File: config.mk
export PLATFORM = sky130hd
export DESIGN_NAME = addrgen
export DESIGN_NICKNAME = d
export VERILOG_FILES = /design/src/addrgen_pkg.sv /design/src/addrgen.sv
export SDC_FILE = /design/constraint.sdc
export NUM_CORES = 1
export LEC_CHECK = 0
export BUFFER_PORTS_ARGS = -buffer_cell sky130_fd_sc_hd__buf_2
export CAP_MARGIN = 5
export CORE_AREA = 4 4 82 84
export DETAILED_ROUTE_END_ITERATION = 8
export DIE_AREA = 0 0 86 88
export GPL_ROUTABILITY_DRIVEN = 0
export PLACE_DENSITY = 0.83
export RECOVER_POWER = 25
export SETUP_SLACK_MARGIN = 0.05
export SYNTH_ARGS = -nofsm -noshare
export SYNTH_HDL_FRONTEND = slang
export SYNTH_SLANG_ARGS = --single-unit
File: constraint.sdc
create_clock -name clk -period 4.6 [get_ports clk]
set_clock_uncertainty 0.2 [all_clocks]
set_input_delay 0.92 -clock clk [delete_from_list [all_inputs] [get_ports clk]]
set_output_delay 0.92 -clock clk [all_outputs]
set_load 0.01 [all_outputs]
File: src/addrgen_pkg.sv
`default_nettype none

package addrgen_pkg;

   // memory address and iteration count width
   localparam int mem_addr_w = 10;

   // period, duty and delay width
   localparam int period_w = 8;

   // generator FSM
   typedef enum logic {
      idle = 1'b0,
      run  = 1'b1
   } gen_state_t;

endpackage

`default_nettype wire

File: src/addrgen.sv
`default_nettype none

module addrgen #(
   parameter int ADDR_W = addrgen_pkg::mem_addr_w,
   parameter int PER_W  = addrgen_pkg::period_w
) (
   input  logic                     clk,
   input  logic                     rst,
   input  logic                     init,
   input  logic                     run,
   input  logic                     pause,
   input  logic [ADDR_W-1:0]        iterations,
   input  logic [PER_W-1:0]         period,
   input  logic [PER_W-1:0]         duty,
   input  logic [PER_W-1:0]         delay,
   input  logic [ADDR_W-1:0]        start,
   input  logic signed [ADDR_W-1:0] shift,
   input  logic signed [ADDR_W-1:0] incr,
   output logic [ADDR_W-1:0]        addr,
   output logic                     mem_en,
   output logic                     done
);

   addrgen_pkg::gen_state_t state, state_nxt;

   logic signed [PER_W:0] per_cnt, per_cnt_nxt; // below 1 while delaying
   logic [ADDR_W-1:0]     iter, iter_nxt;
   logic [ADDR_W-1:0]     addr_nxt;
   logic                  mem_en_nxt;
   logic                  done_nxt;
   logic                  rerun, rerun_nxt;   // restarted in last cycle
   logic                  per_end;
   logic                  duty_end;
   logic                  last_iter;

   assign per_end   = per_cnt == $signed({1'b0, period});
   assign duty_end  = per_cnt == $signed({1'b0, duty});
   assign last_iter = iter == iterations;

   always_comb begin
      state_nxt   = state;
      per_cnt_nxt = per_cnt;
      iter_nxt    = iter;
      addr_nxt    = addr;
      mem_en_nxt  = mem_en;
      done_nxt    = done;
      rerun_nxt   = rerun;

      if (state == addrgen_pkg::idle) begin
         if (init) begin
            per_cnt_nxt = (PER_W+1)'(1) - $signed({1'b0, delay});
            addr_nxt    = start;
            iter_nxt    = ADDR_W'(1);
         end
         if (run) begin
            state_nxt = addrgen_pkg::run;
            done_nxt  = 1'b0;
            rerun_nxt = 1'b0;
            if (delay == '0)
               mem_en_nxt = 1'b1; // no delay, enable on next edge
         end
      end else begin
         if (rerun) begin
            done_nxt  = 1'b0; // done lasts one cycle on a rerun
            rerun_nxt = 1'b0;
         end

         // duty window opens after the delay and at each new period
         if (per_cnt == '0 || (per_end && !last_iter))
            mem_en_nxt = 1'b1;
         if (duty_end && (period != duty || last_iter))
            mem_en_nxt = 1'b0;

         per_cnt_nxt = per_cnt + (PER_W+1)'(1);
         if (per_end) begin
            per_cnt_nxt = (PER_W+1)'(1);
            iter_nxt    = iter + ADDR_W'(1);
         end

         if (mem_en)
            addr_nxt = addr + incr;
         if (per_end)
            addr_nxt = addr + incr + shift;
         if (mem_en && duty_end && period != duty)
            addr_nxt = addr; // hold through the idle part of the period

         if (last_iter && per_end) begin
            done_nxt = 1'b1;
            if (run) begin
               addr_nxt   = start;
               iter_nxt   = ADDR_W'(1);
               mem_en_nxt = 1'b1;
               rerun_nxt  = 1'b1;
            end else begin
               state_nxt = addrgen_pkg::idle;
            end
         end
      end
   end

   always_ff @(posedge clk) begin
      if (rst) begin
         state   <= addrgen_pkg::idle;
         per_cnt <= '0;
         iter    <= '0;
         addr    <= '0;
         mem_en  <= 1'b0;
         done    <= 1'b1;
         rerun   <= 1'b0;
      end else if (!pause) begin
         state   <= state_nxt;
         per_cnt <= per_cnt_nxt;
         iter    <= iter_nxt;
         addr    <= addr_nxt;
         mem_en  <= mem_en_nxt;
         done    <= done_nxt;
         rerun   <= rerun_nxt;
      end
   end

endmodule

`default_nettype wire

==> summary.md <==
| Metric | Value |
|---|---|
| Vias | about 3300 |
| Clk_lat worst skew | between 0.2 and 0.3 ns |
| EDFF count, synth | 0 |
| Hold Fails Final Rpt | 0 |
| Sequential share of the synthesized area | between 20% and 30% |
| Number of post-CTS setup repair buffers | 0 |
| DIE AREA | 7570 µm² |
| Total power density per cell area | ~240 nW/µm² |
| Post-synthesis cell count | 412 |
| Crit path cell chain | buf_2 > ha_1 > fa_1 > a21oi_1 > o2111ai_1 > a21o_1 > a21oi_1 > xnor2_1 > ha_1 > nand2_1 > a21oi_1 > a311oi_1 > o311ai_0 > xnor2_1 > o311ai_1 > a31oi_1 |
| WL final | roughly 8600 µm |
| CORE AREA | a little under 6000 µm² |
| Slowest cell on crit path | fa_1 |
| Vias in the first global route | ~3300 |
| CP arrival | a little over 4 ns |
| R2R setup slack | 0.81 ns |
| Yosys cell types | 58 |
| Min-Delay Path Class | flop to flop |
| Hold-fix buffers at CTS | 0 |
| Synth area leaders | dfxtp_1, xor2_1, ha_1 |
| Post-route DRC violation count | 0 |
| H-tree depth | 2 |
| Drt pass-1 iters | 5 |
| Via/cell ratio | 5.89 |
| Placed Instance Area | 3530 µm² |
| Final setup violation count | 0 |
| Layout cells sized above 1 | 17.2% |
| Post-DP HPWL | ~6700 µm |
| Unrepaired setup endpoints after global routing | no |
| Crit path kind | primary input to flop |
| CTS max path bufs | 2 |
| Area leader, netlist | dfxtp_1 |
| Most used cell along the critical path | a21oi_1 |
| Tightest Pin Transition | 0.668 ns |
| Fin crit period | ~4.2 ns |
| CP startpoint kind | primary input |
| Post-synthesis async set-or-reset flop share | 0% |
| VDD IR-drop max | approximately 0.14 mV |
| CTS sink count | 33 |
| Synth Flop Type | dfxtp_1 |
| Worst-path clk slew | roughly 0.07 ns |
| Initial antenna violation count | 0 |
| Placed Instances | approximately 550 |
| Die width | ~86 µm |
| Max Cap Viol | 0 |
| Worst Path Buf+Inv | 1 |
| Initial core utilization | a little over half |
| PortBufs | 80 |
| Status | completed |
| Hold Worst Slack | 0.256 ns |
| Cell family with most CP delay | compound AO/OA/AOI/OAI gates |
| Filler cells | roughly 570 |
| Clock root buffer | clkbuf_8 |
| Largest stage delay on the critical path | approximately 0.41 ns |
| Mapped Nets | a little over 500 |
| Mapped cell area | between 3000 and 4000 µm² |
| Residual overflow from global routing | 0 |
| Area of the multi-input gates | approximately 2300 µm² |
| Die Height | 88 µm |
| Pin count of the biggest net entering global routing | 27 |
| Setup_tns | 0 ns |
| Yosys top cell area share | approximately a fifth |
| Final Cell Area | 3590 µm² |
| Post-Layout Cell Count | 557 |
| Global-route wire length before repair | about 15000 µm |
| Critical path capture point type | flop |
| FF+latch count, synth | 33 |
| N_diodes | 0 |
| Number of DRC markers in iteration 0 | about 260 |
| Final nets | approximately 570 |
| P&R area growth vs syn | 15.0% |
| CTS tree | yes |
| Row cnt | 28 |
| Wire per inst | 15.4 µm |
| Crit-path max FO | 4 |
| I/O pins | approximately 80 |
| Critical Path RT | 4.56 ns |
| Seq. cell area | ~660 µm² |
| Static Leak | roughly 0.0015 µW |
| Synth Area per Inst | ~7.6 µm² |
| Synth warn | 0 |
| CTS buffer count | 5 |
| GRT Util Overall | approximately a quarter |
| Slew headroom | between 50 and 60% |
| Pins Over Slew Limit | 0 |
| Post-route ant nets | 0 |
| Tcrit/Tclk final | about 90% |
| F_max | between 200 and 250 MHz |
[sequential cells by signal, indices dropped and copies added, names as in the netlist]
signal   count
state        1
addr        10
mem_en       1
per_cnt      9
iter        10
done         1
rerun        1
[metrics by stage]
step	power, µW	setup slack, ns	utilization [%]
finish	875	0.428	60.7
global route	932	0.0680	60.7
CTS	875	0.433	60.9
detailed placement	659	0.147	59.6
global placement	644	0.301	59.6
floorplan	560	0.566	-
[synthesized netlist by cell type, drive strengths merged (4+ instances only)]
library cell,number
nand4,5
inv,20
xor2,33
ha,22
nor4,8
and3,5
buf,11
dfxtp,33
a22oi,4
a221oi,5
nor2b,4
a31oi,5
a211oi,6
clkbuf,9
a21oi,35
a21o,6
o21ai,20
nand3,15
o22ai,5
nor3,11
nor2,47
xnor2,28
nand2,32
[tightest hold or removal path: cells and delay by family, from the launching register on]
family,cells,cell delay (ns)
flops,1,0.30
simple gates,1,0.05
compound gates,1,0.06
[layer usage]
layer	part of all wire [%]	global-route usage, %	routed length [µm]	vias to the layer above
li1	-	-	-	1624
met1	43	29.5	3690	1510
met2	48	40.9	4110	124
met3	6.8	4.14	580	23
met4	2.3	8.78	198	0
met5	0	0	0	-
[power by group]
group	internal [µW]	switching [µW]	total, µW
logic	153	183	336
clock network	108	110	217
registers	299	22.5	321
[cell usage in the layout (no fill, tap or decap), types with 6 or more instances in the layout]
master / n
a21o_1: 6
xnor2_1: 28
nand2_1: 32
nand3_1: 15
o21ai_0: 18
dfxtp_1: 33
clkbuf_1: 14
xor2_1: 33
nor4_1: 7
a211oi_1: 6
a21oi_1: 34
buf_2: 69
inv_1: 20
nor3_1: 11
ha_1: 22
nor2_1: 46
[worst paths after layout]
kind,start,end,cells after the start
max,incr[0],addr[9],16
min reg2reg,done,done,2
min,done,done,2
max reg2reg,addr[0],addr[9],15
[cell type report]
class / count / area share (%)
multi-input cells: 339 / 63.5
flip-flops and latches: 33 / 18.4
repair buffers: 82 / 11.2
well taps: 75 / 2.61
clock buffers: 8 / 2.23
inverters: 20 / 2.09
[logic make-up (layout without fill, tap and decap cells)]
kind of cell	after synthesis	after routing	share of synthesized area [%]
and+or+nand+nor	143	143	22.3
buffers and inverters	40	110	5.81
adders and majority gates	24	24	10.1
xor gates and xnor gates	61	61	17.1
muxes	2	2	0.641
AOI/OAI and AO/OA	109	109	22.9
DFF	33	33	21.2
[repair_timing]
action,CTS,global route
hold endpoints to repair,0,0
setup endpoints to repair,0,1
gates resized for setup,0,1
Note: power is estimated with default switching activity, not from simulation.
