File: config.mk
export PLATFORM = sky130hd
export DESIGN_NAME = cfg_regs
export DESIGN_NICKNAME = d
export VERILOG_FILES = /design/src/addrgen_pkg.sv /design/src/mem_unit_pkg.sv /design/src/cfg_regs.sv
export SDC_FILE = /design/constraint.sdc
export NUM_CORES = 1
export LEC_CHECK = 0
export BUFFER_PORTS_ARGS = -buffer_cell sky130_fd_sc_hd__buf_4
export CAP_MARGIN = 0
export CORE_MARGIN = 2
export CORE_UTILIZATION = 51
export CTS_CLUSTER_SIZE = 24
export DETAILED_ROUTE_END_ITERATION = 12
export PLACE_DENSITY_LB_ADDON = 0.3
export SLEW_MARGIN = 20
export SYNTH_ARGS = -nofsm -noshare
export SYNTH_HDL_FRONTEND = slang
export SYNTH_SLANG_ARGS = --single-unit
export TNS_END_PERCENT = 100
File: constraint.sdc
create_clock -name clk -period 2.2 [get_ports clk]
set_input_delay 0.22 -clock clk [delete_from_list [all_inputs] [get_ports clk]]
set_output_delay 0.22 -clock clk [all_outputs]
set_load 0.01 [all_outputs]
File: src/addrgen_pkg.sv
`default_nettype none

package addrgen_pkg;

   // memory address and iteration count width
   localparam int mem_addr_w = 10;

   // period, duty and delay width
   localparam int period_w = 8;

   // generator FSM
   typedef enum logic {
      idle = 1'b0,
      run  = 1'b1
   } gen_state_t;

endpackage

`default_nettype wire

File: src/mem_unit_pkg.sv
`default_nettype none

package mem_unit_pkg;

   localparam int data_w = 32; // memory word

   // configuration field opcodes, as written by the host on cfg_field
   typedef enum logic [2:0] {
      f_iterations = 3'd0,
      f_period     = 3'd1,
      f_duty       = 3'd2,
      f_delay      = 3'd3,
      f_start      = 3'd4,
      f_shift      = 3'd5,
      f_incr       = 3'd6
   } cfg_field_t;

   // cfg_sel values and gen_mask bit positions
   localparam logic gen_a = 1'b0; // read generator
   localparam logic gen_b = 1'b1; // write generator

endpackage

`default_nettype wire

File: src/cfg_regs.sv
`default_nettype none

module cfg_regs #(
   parameter int ADDR_W = addrgen_pkg::mem_addr_w,
   parameter int PER_W  = addrgen_pkg::period_w
) (
   input  logic                     clk,
   input  logic                     rst,
   input  logic                     cfg_we,
   input  logic                     cfg_sel,
   input  mem_unit_pkg::cfg_field_t cfg_field,
   input  logic [ADDR_W-1:0]        cfg_data,
   input  logic                     init,
   input  logic                     run,
   input  logic [1:0]               gen_mask,
   output logic [ADDR_W-1:0]        iterations_a,
   output logic [PER_W-1:0]         period_a,
   output logic [PER_W-1:0]         duty_a,
   output logic [PER_W-1:0]         delay_a,
   output logic [ADDR_W-1:0]        start_a,
   output logic signed [ADDR_W-1:0] shift_a,
   output logic signed [ADDR_W-1:0] incr_a,
   output logic [ADDR_W-1:0]        iterations_b,
   output logic [PER_W-1:0]         period_b,
   output logic [PER_W-1:0]         duty_b,
   output logic [PER_W-1:0]         delay_b,
   output logic [ADDR_W-1:0]        start_b,
   output logic signed [ADDR_W-1:0] shift_b,
   output logic signed [ADDR_W-1:0] incr_b,
   output logic                     init_a,
   output logic                     run_a,
   output logic                     init_b,
   output logic                     run_b
);

   // one entry per generator, indexed by cfg_sel
   logic [ADDR_W-1:0]        iterations_r [2];
   logic [PER_W-1:0]         period_r     [2];
   logic [PER_W-1:0]         duty_r       [2];
   logic [PER_W-1:0]         delay_r      [2];
   logic [ADDR_W-1:0]        start_r      [2];
   logic signed [ADDR_W-1:0] shift_r      [2];
   logic signed [ADDR_W-1:0] incr_r       [2];

   always_ff @(posedge clk) begin
      if (rst) begin
         for (int i = 0; i < 2; i++) begin
            iterations_r[i] <= '0;
            period_r[i]     <= PER_W'(1); // never a zero period
            duty_r[i]       <= PER_W'(1);
            delay_r[i]      <= '0;
            start_r[i]      <= '0;
            shift_r[i]      <= '0;
            incr_r[i]       <= '0;
         end
      end else if (cfg_we) begin
         case (cfg_field)
            mem_unit_pkg::f_iterations: iterations_r[cfg_sel] <= cfg_data;
            mem_unit_pkg::f_period:     period_r[cfg_sel]     <= cfg_data[PER_W-1:0];
            mem_unit_pkg::f_duty:       duty_r[cfg_sel]       <= cfg_data[PER_W-1:0];
            mem_unit_pkg::f_delay:      delay_r[cfg_sel]      <= cfg_data[PER_W-1:0];
            mem_unit_pkg::f_start:      start_r[cfg_sel]      <= cfg_data;
            mem_unit_pkg::f_shift:      shift_r[cfg_sel]      <= $signed(cfg_data);
            mem_unit_pkg::f_incr:       incr_r[cfg_sel]       <= $signed(cfg_data);
            default: ;
         endcase
      end
   end

   assign iterations_a = iterations_r[mem_unit_pkg::gen_a];
   assign period_a     = period_r[mem_unit_pkg::gen_a];
   assign duty_a       = duty_r[mem_unit_pkg::gen_a];
   assign delay_a      = delay_r[mem_unit_pkg::gen_a];
   assign start_a      = start_r[mem_unit_pkg::gen_a];
   assign shift_a      = shift_r[mem_unit_pkg::gen_a];
   assign incr_a       = incr_r[mem_unit_pkg::gen_a];

   assign iterations_b = iterations_r[mem_unit_pkg::gen_b];
   assign period_b     = period_r[mem_unit_pkg::gen_b];
   assign duty_b       = duty_r[mem_unit_pkg::gen_b];
   assign delay_b      = delay_r[mem_unit_pkg::gen_b];
   assign start_b      = start_r[mem_unit_pkg::gen_b];
   assign shift_b      = shift_r[mem_unit_pkg::gen_b];
   assign incr_b       = incr_r[mem_unit_pkg::gen_b];

   // pulses pass straight through, no added latency
   assign init_a = init & gen_mask[mem_unit_pkg::gen_a];
   assign run_a  = run  & gen_mask[mem_unit_pkg::gen_a];
   assign init_b = init & gen_mask[mem_unit_pkg::gen_b];
   assign run_b  = run  & gen_mask[mem_unit_pkg::gen_b];

endmodule

`default_nettype wire

==> PnR_summary.wiki, run 1 <==
{| class="wikitable"
! Metric !! Value
|-
| Arr. time, crit path || 1.61 ns
|-
| Worst path cell trace || buf_4 -> or4b_4 -> o21bai_2
|-
| Clock Path Buffers || 2
|-
| Initial antenna violation count || 0
|-
| Worst hold path startpoint || cfg_data[0]
|-
| Detail Route Antenna Nets || 0
|-
| Unrepaired setup endpoints after global routing || no
|-
| Post-route setup TNS || 0 ns
|-
| Syn Std Cell Area || approximately 5000 um2
|-
| Setup Fix Bufs, Post-CTS || 0
|-
| Dominant register cell in the synthesized netlist || sky130_fd_sc_hd__edfxtp_1
|-
| Clock sinks || 128
|-
| Starting density of the core || ~52%
|-
| Vias per Instance || between 5 and 6
|-
| Placer Congestion || between 0.7 and 0.8
|-
| Netlist cell types || 19
|-
| Post-detailed-route wirelength per cell || approximately 21 um
|-
| Pin count of the biggest net entering global routing || 28
|-
| Transition time at the pin with the least slew margin || approximately 0.76 ns
|-
| Design Power || 6.41 mW
|-
| Mean Syn Cell Area || ~15 um2
|-
| Ratio of final minimum period to clock period || between 60% and 70%
|-
| Synthesis-stage register bit count || 128
|-
| Routed vias || ~3400
|-
| Number of instances in the synthesized netlist || approximately 330
|-
| Total nets after synthesis || about 350
|-
| Count of cells along the worst hold path || 2
|-
| Count of final hold-check violations || 0
|-
| Number of global-route vias before repair || about 3300
|-
| Critical path required time || 2.34 ns
|-
| Number of hold buffers added after CTS || 0
|-
| Maximum clock frequency || 0.681 GHz
|-
| TritonCTS clock tree || done
|-
| CTS buffer count || 17
|-
| Setup-failing EPs final || 0
|-
| Standard cell with the maximum stage delay on the critical path || sky130_fd_sc_hd__or4b_4
|-
| DP Wirelength || ~8100 um
|-
| Total GRT Usage || between 20% and 30%
|-
| H-tree depth reported by CTS || 4
|-
| Post-synthesis async set-or-reset flop share || 0%
|-
| Leak || around 2.5 nW
|-
| Max_slew headroom || 49.0%
|-
| First-pass GRT wire length || around 19000 um
|-
| DRT Pass-1 Iters || 5
|-
| Number of inserted filler cells in the final layout || 660
|-
| Startpoint class of the critical path || input port
|-
| I/O Pins || about 150
|-
| Relative area change from synthesis to final layout || 38.8%
|-
| Width of the chip || slightly above 100 um
|-
| Sequential area share after synthesis || 77.1%
|-
| Share of layout cells above drive strength 1 || a little under half
|-
| Count of warnings emitted by yosys || 0
|-
| Crit. End Element || register
|-
| Ratio of total power to cell area || just over 900 nW/um2
|-
| Most frequent cells in the layout || sky130_fd_sc_hd__buf_4, sky130_fd_sc_hd__edfxtp_1, sky130_fd_sc_hd__nor3_1, sky130_fd_sc_hd__nor3_2, sky130_fd_sc_hd__clkbuf_16
|-
| Total Nets Final || ~510
|-
| Minimum period implied by the final worst setup slack || 1.47 ns
|-
| Worst path max stage delay || around 0.69 ns
|-
| Max Slew Vio Count || 0
|-
| Die area || 10600 um2
|-
| DR DRC count || 0
|-
| Result of the run || finished, final reports clean
|-
| Startpoint-to-endpoint class of the critical path || in2reg
|-
| First DRT Iteration DRCs || roughly 200
|-
| Overall die height || approximately 100 um
|-
| Area of the core || 9640 um2
|-
| CTS clock-pin slew for the worst setup and hold paths || about 0.060 ns
|-
| Number of enable-type register cells in the synthesized netlist || ~130
|-
| Count of input and output buffers || ~150
|-
| Commonest non-fill, non-tap cell in the layout || sky130_fd_sc_hd__buf_4
|-
| Peak fanout along the critical path || 27
|-
| Diodes inserted || 0
|-
| Aggregate routed wire length || approximately 13000 um
|-
| Total of cells resized after clock tree synthesis || 0
|-
| Peak VDD IR || about 0.6 mV
|-
| GRT Residual Overflow || 0
|-
| Cell Rows || 36
|-
| Path class of the lowest-slack min-delay path || in2reg
|-
| Endpoint with the worst hold slack || period_r[1][0]$_SDFFCE_PN1P_
|-
| Root buffer cell || sky130_fd_sc_hd__clkbuf_8
|-
| Maximum capacitance violations || 0
|}
==> per-layer routing <==
| metal | vias to the layer above | global-route usage, % | wire [um] |
|---|---|---|---|
| met5 | - | 0 | 0 |
| met4 | 0 | 9.92 | 371 |
| met3 | 30 | 6.58 | 968 |
| met2 | 189 | 41.4 | 6700 |
| met1 | 1674 | 32.6 | 5090 |
| li1 | 1550 | - | - |
==> power breakdown <==
part	internal, mW	switching [mW]
Clock	1.95	1.03
Combinational	0.236	0.327
Sequential	2.82	0.0531
Total	5.01	1.41
==> worst max-delay path: cells and delay by family <==
family,cells,cell delay [ns]
buffers and inverters,1,0.18
and+or+nand+nor,1,0.69
AOI/OAI and AO/OA,1,0.51
==> sequential cells by signal, summed over array words and instances, names as in the netlist <==
name / flops
incr_r: 20
iterations_r: 20
shift_r: 20
start_r: 20
delay_r: 16
duty_r: 16
period_r: 16
==> worst max-delay path by stage <==
stage	cells after the start	endpoint	start	slack, ns
6_report	3	iterations_r[0][9]$_SDFFCE_PN0P_	rst	0.73
5_1_grt	3	iterations_r[0][1]$_SDFFCE_PN0P_	rst	0.67
4_1_cts	3	iterations_r[0][2]$_SDFFCE_PN0P_	rst	0.75
3_5_place_dp	3	iterations_r[0][8]$_SDFFCE_PN0P_	rst	0.24
3_3_place_gp	3	iterations_r[0][2]$_SDFFCE_PN0P_	rst	0.31
2_1_floorplan	4	iterations_r[1][0]$_SDFFCE_PN0P_	cfg_field[1]	0.24
==> through the flow <==
stage	std cells	util, %	hold slack [ns]	cell area [um2]	setup slack, ns
floorplan	331	-	0.399	4990	0.241
global placement	598	65.2	0.528	6290	0.310
detailed placement	598	65.2	0.534	6290	0.239
CTS	629	71.8	0.0108	6920	0.753
global route	629	71.8	0.0223	6920	0.669
finish	629	71.8	0.0247	6920	0.732
==> final cells by class <==
cell class	instances	area, um2	area share (%)
inverters	10	37.5	0.542
multi-input cells	154	942	13.6
clock buffers	17	414	5.99
flip-flops and latches	128	3840	55.6
well taps	133	166	2.41
repair buffers	173	1300	18.8
clock inverters	14	216	3.13
==> cell families after synthesis <==
logic type / after synthesis / synth area share [%]
DFF: 128 / 77.1
and+or+nand+nor: 140 / 16.4
buffers and inverters: 49 / 4.17
AOI/OAI and AO/OA: 14 / 2.33
==> cell usage after synthesis (2+ instances only) <==
| library cell | n | share of area [%] |
|---|---|---|
| sky130_fd_sc_hd__o21bai_1 | 11 | 1.7 |
| sky130_fd_sc_hd__and2_1 | 4 | 0.50 |
| sky130_fd_sc_hd__nor3_2 | 16 | 3.2 |
| sky130_fd_sc_hd__clkinv_1 | 3 | 0.23 |
| sky130_fd_sc_hd__or3_1 | 4 | 0.50 |
| sky130_fd_sc_hd__o21bai_2 | 3 | 0.68 |
| sky130_fd_sc_hd__nor3_1 | 108 | 11 |
| sky130_fd_sc_hd__clkbuf_1 | 26 | 2.0 |
| sky130_fd_sc_hd__edfxtp_1 | 128 | 77 |
| sky130_fd_sc_hd__inv_1 | 7 | 0.53 |
| sky130_fd_sc_hd__buf_1 | 9 | 0.68 |
| sky130_fd_sc_hd__nand2b_1 | 2 | 0.25 |
| sky130_fd_sc_hd__buf_6 | 3 | 0.68 |
| sky130_fd_sc_hd__nand4bb_1 | 2 | 0.45 |
(Power assumes the default switching activity.)
==> inputs of run 2 (changes only) <==
ABC_AREA = 1   (was unset)
CORE_UTILIZATION = 50   (was 51)
clock period = 1.44 ns   (was 2.2 ns; I/O delays follow)
==> run 2 against run 1 <==
First-iteration DRC count decreased by 9.8%. Critical endpoint is now duty_b[3]. Routed wire length shrank 11%. Synthesized cell count grew 2.4%.
==> PnR_summary.wiki, run 2 <==
{| class="wikitable"
! Metric !! Value
|-
| Post-synthesis compound-gate area fraction || 0%
|-
| Count of final hold-check violations || 0
|-
| Max Slew Vio Count || 0
|-
| DRT Pass-1 Iters || 4
|-
| Psw || approximately 2.1 mW
|-
| Peak fanout along the critical path || 1
|-
| Most frequent cells in the layout || sky130_fd_sc_hd__buf_4, sky130_fd_sc_hd__edfxtp_1, sky130_fd_sc_hd__nor2_1, sky130_fd_sc_hd__nand2_1, sky130_fd_sc_hd__inv_1
|-
| Sequential area share after synthesis || approximately four fifths
|-
| Syn Std Cell Area || roughly 4800 um2
|-
| Share of layout cells above drive strength 1 || 42.0%
|-
| WP depth || 1
|-
| Number of enable-type register cells in the synthesized netlist || ~130
|-
| Total nets after synthesis || 360
|-
| Detail Route Antenna Nets || 0
|-
| CP delay by family, top || flip-flops
|-
| Aggregate routed wire length || 11700 um
|-
| DR DRC count || 0
|-
| Placer Congestion || 0.738
|-
| Clock Path Buffers || 2
|-
| I/O Pins || roughly 150
|-
| Commonest cells post-synth || sky130_fd_sc_hd__edfxtp_1, sky130_fd_sc_hd__nor2_1, sky130_fd_sc_hd__nand2_1
|-
| Routed vias || between 3000 and 4000
|-
| Diodes inserted || 0
|-
| Area of the core || slightly above 9000 um2
|-
| Dominant combinational cell family by area after synthesis || simple AND/OR/NAND/NOR gates
|-
| H-tree depth reported by CTS || 4
|-
| First-pass GRT wire length || 17000 um
|-
| Result of the run || finished, final reports clean
|-
| Relative area change from synthesis to final layout || 42.5%
|-
| Multiplexer fraction of the synthesized cell area || 0%
|-
| Worst path max stage delay || roughly 0.41 ns
|-
| Setup Fix Bufs, Post-CTS || 0
|-
| Startpoint-to-endpoint class of the critical path || reg2out
|-
| Parity-gate share of the synthesized area counting xor and xnor cells || 0%
|-
| Unrepaired setup endpoints after global routing || no
|-
| Total of cells resized after clock tree synthesis || 0
|-
| Vias per Instance || 4.95
|-
| Maximum clock frequency || ~0.8 GHz
|-
| Maximum capacitance violations || 0
|-
| Count of input and output buffers || approximately 150
|-
| Most frequent cell after synthesis || sky130_fd_sc_hd__edfxtp_1
|-
| DP Wirelength || 7920 um
|-
| Starting density of the core || between 50% and 60%
|-
| Adder and majority gate portion of the synthesized area || 0%
|-
| Netlist cell types || 15
|-
| CTS buffer count || 17
|-
| Post-synthesis async set-or-reset flop share || 0%
|-
| Int Power || between 6 and 7 mW
|-
| Cells taking the most area after synthesis || sky130_fd_sc_hd__edfxtp_1, sky130_fd_sc_hd__nor2_1, sky130_fd_sc_hd__nand2_1
|-
| Width of the chip || ~100 um
|-
| Root buffer cell || sky130_fd_sc_hd__clkbuf_8
|-
| Cell Rows || 35
|-
| Share of power burned in the clock network || a little over two fifths
|-
| Startpoint class of the critical path || register
|-
| Post-Place Setup Slack || approximately 0.041 ns
|-
| Source of the critical timing path || duty_r[1][3]$_SDFFCE_PN0P_
|-
| Leak || 2.88 nW
|-
| Switch share || a little under a quarter
|-
| Fraction of power consumed by sequential logic || 48.8%
|-
| Setup-failing EPs final || 0
|-
| Simple-gate area share of the yosys netlist || 15.6%
|-
| Post-detailed-route wirelength per cell || between 15 and 20 um
|-
| Pin count of the biggest net entering global routing || 17
|-
| Post-route setup TNS || 0 ns
|-
| Capture point of the critical path || duty_b[3]
|-
| Arr. time, crit path || 1.08 ns
|-
| First DRT Iteration DRCs || between 150 and 200
|-
| Path class of the lowest-slack min-delay path || in2reg
|-
| Overall die height || a little over 100 um
|-
| Number of hold buffers added after CTS || 0
|-
| Setup slack of the critical path after layout || around 0.22 ns
|-
| Initial antenna violation count || 0
|-
| Standard cell with the maximum stage delay on the critical path || sky130_fd_sc_hd__edfxtp_1
|-
| Critical path required time || between 1 and 1.5 ns
|-
| Ratio of total power to cell area || 1330 nW/um2
|-
| Number of instances in the synthesized netlist || approximately 340
|-
| Dominant register cell in the synthesized netlist || sky130_fd_sc_hd__edfxtp_1
|-
| Crit. End Element || primary output
|-
| Number of inserted filler cells in the final layout || ~590
|-
| Count of cells along the worst hold path || 4
|-
| Total GRT Usage || approximately 23%
|-
| Leading area contributor after synthesis || sky130_fd_sc_hd__edfxtp_1
|-
| TritonCTS clock tree || done
|-
| GRT Residual Overflow || 0
|-
| Commonest non-fill, non-tap cell in the layout || sky130_fd_sc_hd__buf_4
|-
| Transition time at the pin with the least slew margin || 0.436 ns
|-
| Minimum period implied by the final worst setup slack || approximately 1.2 ns
|-
| Ratio of final minimum period to clock period || a little over four fifths
|-
| Peak VDD IR || 0.649 mV
|-
| Fraction of power consumed by combinational cells || between 8 and 9%
|-
| Die area || 10300 um2
|-
| Mean Syn Cell Area || 14.1 um2
|-
| Max_slew headroom || 70.9%
|-
| CP Buf/Inv Count || 1
|-
| Total Nets Final || ~540
|-
| Synthesis-stage register bit count || approximately 130
|-
| Fraction of post-synthesis cell area in the top cell type by area || ~81%
|-
| Count of warnings emitted by yosys || 0
|-
| CTS clock-pin slew for the worst setup and hold paths || around 0.06 ns
|-
| Worst path cell trace || buf_4
|-
| Clock sinks || 128
|-
| Number of global-route vias before repair || approximately 3200
|}
==> run 2: cell count changes in the layout (fill, tap and decap cells not counted), sizes merged, moves of 9 or more <==
| cell | delta |
|---|---|
| buf | +11 |
| nand2 | +28 |
| inv | +16 |
| o21bai | -14 |
| nor3 | -124 |
| nand3 | +9 |
| nor2 | +128 |
==> run 2: layout make-up <==
cell class	instances	area (um2)	area share, %
clock buffers	17	414	6.10
clock inverters	15	121	1.79
inverters	22	85.1	1.25
multi-input cells	170	744	11.0
flip-flops and latches	128	3840	56.6
well taps	129	161	2.38
repair buffers	184	1420	20.9
==> run 2: power groups by stage <==
stage	combinational, mW	sequential, mW	clock (mW)
after global routing	0.844	4.41	4.02
after detailed placement	0.797	4.46	0
after floorplan	0.174	4.57	0
after global placement	0.781	4.46	0
after CTS	0.800	4.39	3.85
final	0.795	4.39	3.81
==> run 2: worst min-delay path by stage <==
stage | startpoint | end
final | cfg_field[2] | duty_r[1][0]$_SDFFCE_PN1P_
after global routing | cfg_field[2] | duty_r[1][0]$_SDFFCE_PN1P_
after CTS | cfg_field[2] | period_r[0][0]$_SDFFCE_PN1P_
after detailed placement | shift_r[1][4]$_SDFFCE_PN0P_ | shift_b[4]
after global placement | iterations_r[0][2]$_SDFFCE_PN0P_ | iterations_a[2]
after floorplan | init | init_a
==> run 2: stage by stage <==
stage / instance area, um2 / power (mW) / utilization (%) / std cells / hold slack [ns]
after global placement: 6250 / 5.25 / 67.7 / 633 / 0.554
after floorplan: 4770 / 4.74 / - / 339 / 0.377
after detailed placement: 6250 / 5.26 / 67.7 / 633 / 0.550
final: 6790 / 9.00 / 73.5 / 665 / 0.0966
after global routing: 6790 / 9.27 / 73.5 / 665 / 0.0814
after CTS: 6790 / 9.04 / 73.5 / 665 / 0.0796
==> run 2: cell families (layout without fill, tap and decap cells) <==
group                  after synthesis  after routing
and+or+nand+nor                    170            170
buffers and inverters               41            238
DFF                                128            128
==> run 2: layer usage <==
metal / vias up / track usage, % / wire [um] / part of all wire [%]
li1: 1517 / - / - / -
met1: 1598 / 29.4 / 4670 / 40
met2: 160 / 37.9 / 5910 / 51
met3: 18 / 7.04 / 865 / 7.4
met4: 0 / 8.00 / 206 / 1.8
met5: - / 0 / 0 / 0
==> inputs of run 3 (changes only) <==
CORE_UTILIZATION = 45   (was 50)
clock period = 1.09 ns   (was 1.44 ns; I/O delays follow)
==> run 3 against run 2 <==
The flow now finishes with violations (setup timing). First-iteration DRC count rose by 3.8%. Critical endpoint is now delay_a[6]. Die area rose by 11%. Combinational power rose by 60%. Non-clock buffer count fell by 2. Power rose by 42%. Sequential cell count did not move. Count of clock-buffer cells in the layout rose by 3. Sequential share of layout area fell by 5.1 points. Critical path depth did not move. Design area rose by 9.9%. Utilization fell by 1.2 points.
==> PnR_summary.wiki, run 3 (same netlist as run 2, synthesis figures left out) <==
{| class="wikitable"
! Metric !! Value
|-
| Cell Rows || 37
|-
| Switch share || a little over a fifth
|-
| Count of input and output buffers || 152
|-
| Vias per Instance || roughly 4.9
|-
| Max Slew Vio Count || 0
|-
| Initial antenna violation count || 0
|-
| Ratio of total power to cell area || about 1700 nW/um2
|-
| Post-Place Setup Slack || -0.105 ns
|-
| Ratio of final minimum period to clock period || 109%
|-
| Maximum capacitance violations || 0
|-
| Clock Path Buffers || 2
|-
| Root buffer cell || sky130_fd_sc_hd__clkbuf_8
|-
| Max_slew headroom || between 70% and 80%
|-
| Worst path cell trace || buf_6
|-
| Commonest non-fill, non-tap cell in the layout || sky130_fd_sc_hd__edfxtp_1
|-
| Number of global-route vias before repair || approximately 3300
|-
| Crit. End Element || primary output
|-
| Peak VDD IR || between 1 and 1.5 mV
|-
| Maximum clock frequency || about 0.84 GHz
|-
| GRT Residual Overflow || 0
|-
| Clock sinks || 128
|-
| Aggregate routed wire length || roughly 12000 um
|-
| Pin count of the biggest net entering global routing || 17
|-
| Int Power || slightly above 10 mW
|-
| TritonCTS clock tree || done
|-
| Unrepaired setup endpoints after global routing || yes
|-
| Startpoint-to-endpoint class of the critical path || reg2out
|-
| First-pass GRT wire length || approximately 18000 um
|-
| Most frequent cells in the layout || sky130_fd_sc_hd__edfxtp_1, sky130_fd_sc_hd__nor2_1, sky130_fd_sc_hd__buf_6, sky130_fd_sc_hd__buf_4, sky130_fd_sc_hd__inv_1
|-
| Worst path max stage delay || approximately 0.43 ns
|-
| DP Wirelength || 7970 um
|-
| Path class of the lowest-slack min-delay path || in2reg
|-
| Setup slack of the critical path after layout || -0.0985 ns
|-
| Psw || between 2 and 3 mW
|-
| Post-route core utilization || slightly above 70%
|-
| CTS clock-pin slew for the worst setup and hold paths || ~0.060 ns
|-
| Transition time at the pin with the least slew margin || 0.427 ns
|-
| Leak || roughly 3 nW
|-
| Post-detailed-placement cell area || ~6400 um2
|-
| Setup-failing EPs final || 128
|-
| Placer Congestion || 0.732
|-
| Worst hold slack || a little under 0.07 ns
|-
| Post-detailed-route wirelength per cell || roughly 19 um
|-
| CP delay by family, top || flip-flops
|-
| Routed vias || 3256
|-
| Width of the chip || approximately 110 um
|-
| Total non-filler cell area in the finished layout || 7460 um2
|-
| Fraction of power consumed by sequential logic || a little under half
|-
| Total Nets Final || 542
|-
| DR DRC count || 0
|-
| First DRT Iteration DRCs || ~190
|-
| Overall die height || ~110 um
|-
| Result of the run || finished, violations left
|-
| Diodes inserted || 0
|-
| H-tree depth reported by CTS || 4
|-
| Detail Route Antenna Nets || 0
|-
| Violated checks || setup timing
|-
| Peak fanout along the critical path || 1
|-
| Share of power burned in the clock network || about 44%
|-
| Area of the core || about 10000 um2
|-
| Die area || 11400 um2
|-
| Arr. time, crit path || 1.08 ns
|-
| Startpoint class of the critical path || register
|-
| Total GRT Usage || between 20 and 25%
|-
| Relative area change from synthesis to final layout || 56.6%
|-
| Starting density of the core || 46.2%
|-
| Fraction of power consumed by combinational cells || between 10% and 20%
|-
| CP Buf/Inv Count || 1
|-
| CTS buffer count || 17
|-
| Standard cell with the maximum stage delay on the critical path || sky130_fd_sc_hd__edfxtp_1
|-
| Minimum period implied by the final worst setup slack || approximately 1.2 ns
|-
| Critical path required time || 0.98 ns
|-
| Share of layout cells above drive strength 1 || around 44%
|-
| Count of final hold-check violations || 0
|-
| I/O Pins || 153
|-
| DRT Pass-1 Iters || 4
|}
run 3: per-layer routing:
metal	part of all wire, %	global-route usage (%)
met1	38	27.1
met2	52	37.0
met3	8.8	5.78
met4	1.3	10.7
met5	0	0
run 3: area by class of cell:
cell class | count | area [um2]
Timing Repair Buffer | 182 | 1910
Clock buffer | 20 | 425
Clock inverter | 12 | 165
Fill cell | 645 | 2860
Multi-Input combinational cell | 170 | 858
Inverter | 22 | 90.1
Tap cell | 136 | 170
Sequential cell | 128 | 3840
run 3: path summary, 6_finish.rpt:
path	from	slack, ns	cells after the start	endpoint
min	cfg_field[2]	0.07	4	period_r[0][0]$_SDFFCE_PN1P_
max	delay_r[0][6]$_SDFFCE_PN0P_	-0.1	1	delay_a[6]
run 3: repair_timing:
item                       CTS  global route
setup buffers                0             0
resized for setup           75            40
hold buffers                 0             0
pin swaps                    0             0
setup endpoints to repair  128           128
run 3: per-stage QoR:
stage          instances  setup TNS (ns)  power, mW
2_1_floorplan        339         -0.0744       6.30
3_5_place_dp         638          -11.21       7.03
5_1_grt              670          -11.84       13.2
6_report             670           -6.61       12.8
3_3_place_gp         638           -9.72       7.01
4_1_cts              670           -9.63       12.8
run 3: power groups by stage:
stage | sequential (mW) | clock, mW | combinational, mW
final | 5.86 | 5.66 | 1.27
after global routing | 5.88 | 5.92 | 1.35
after CTS | 5.84 | 5.70 | 1.23
after detailed placement | 5.90 | 0 | 1.13
after global placement | 5.90 | 0 | 1.11
after floorplan | 6.03 | 0 | 0.270
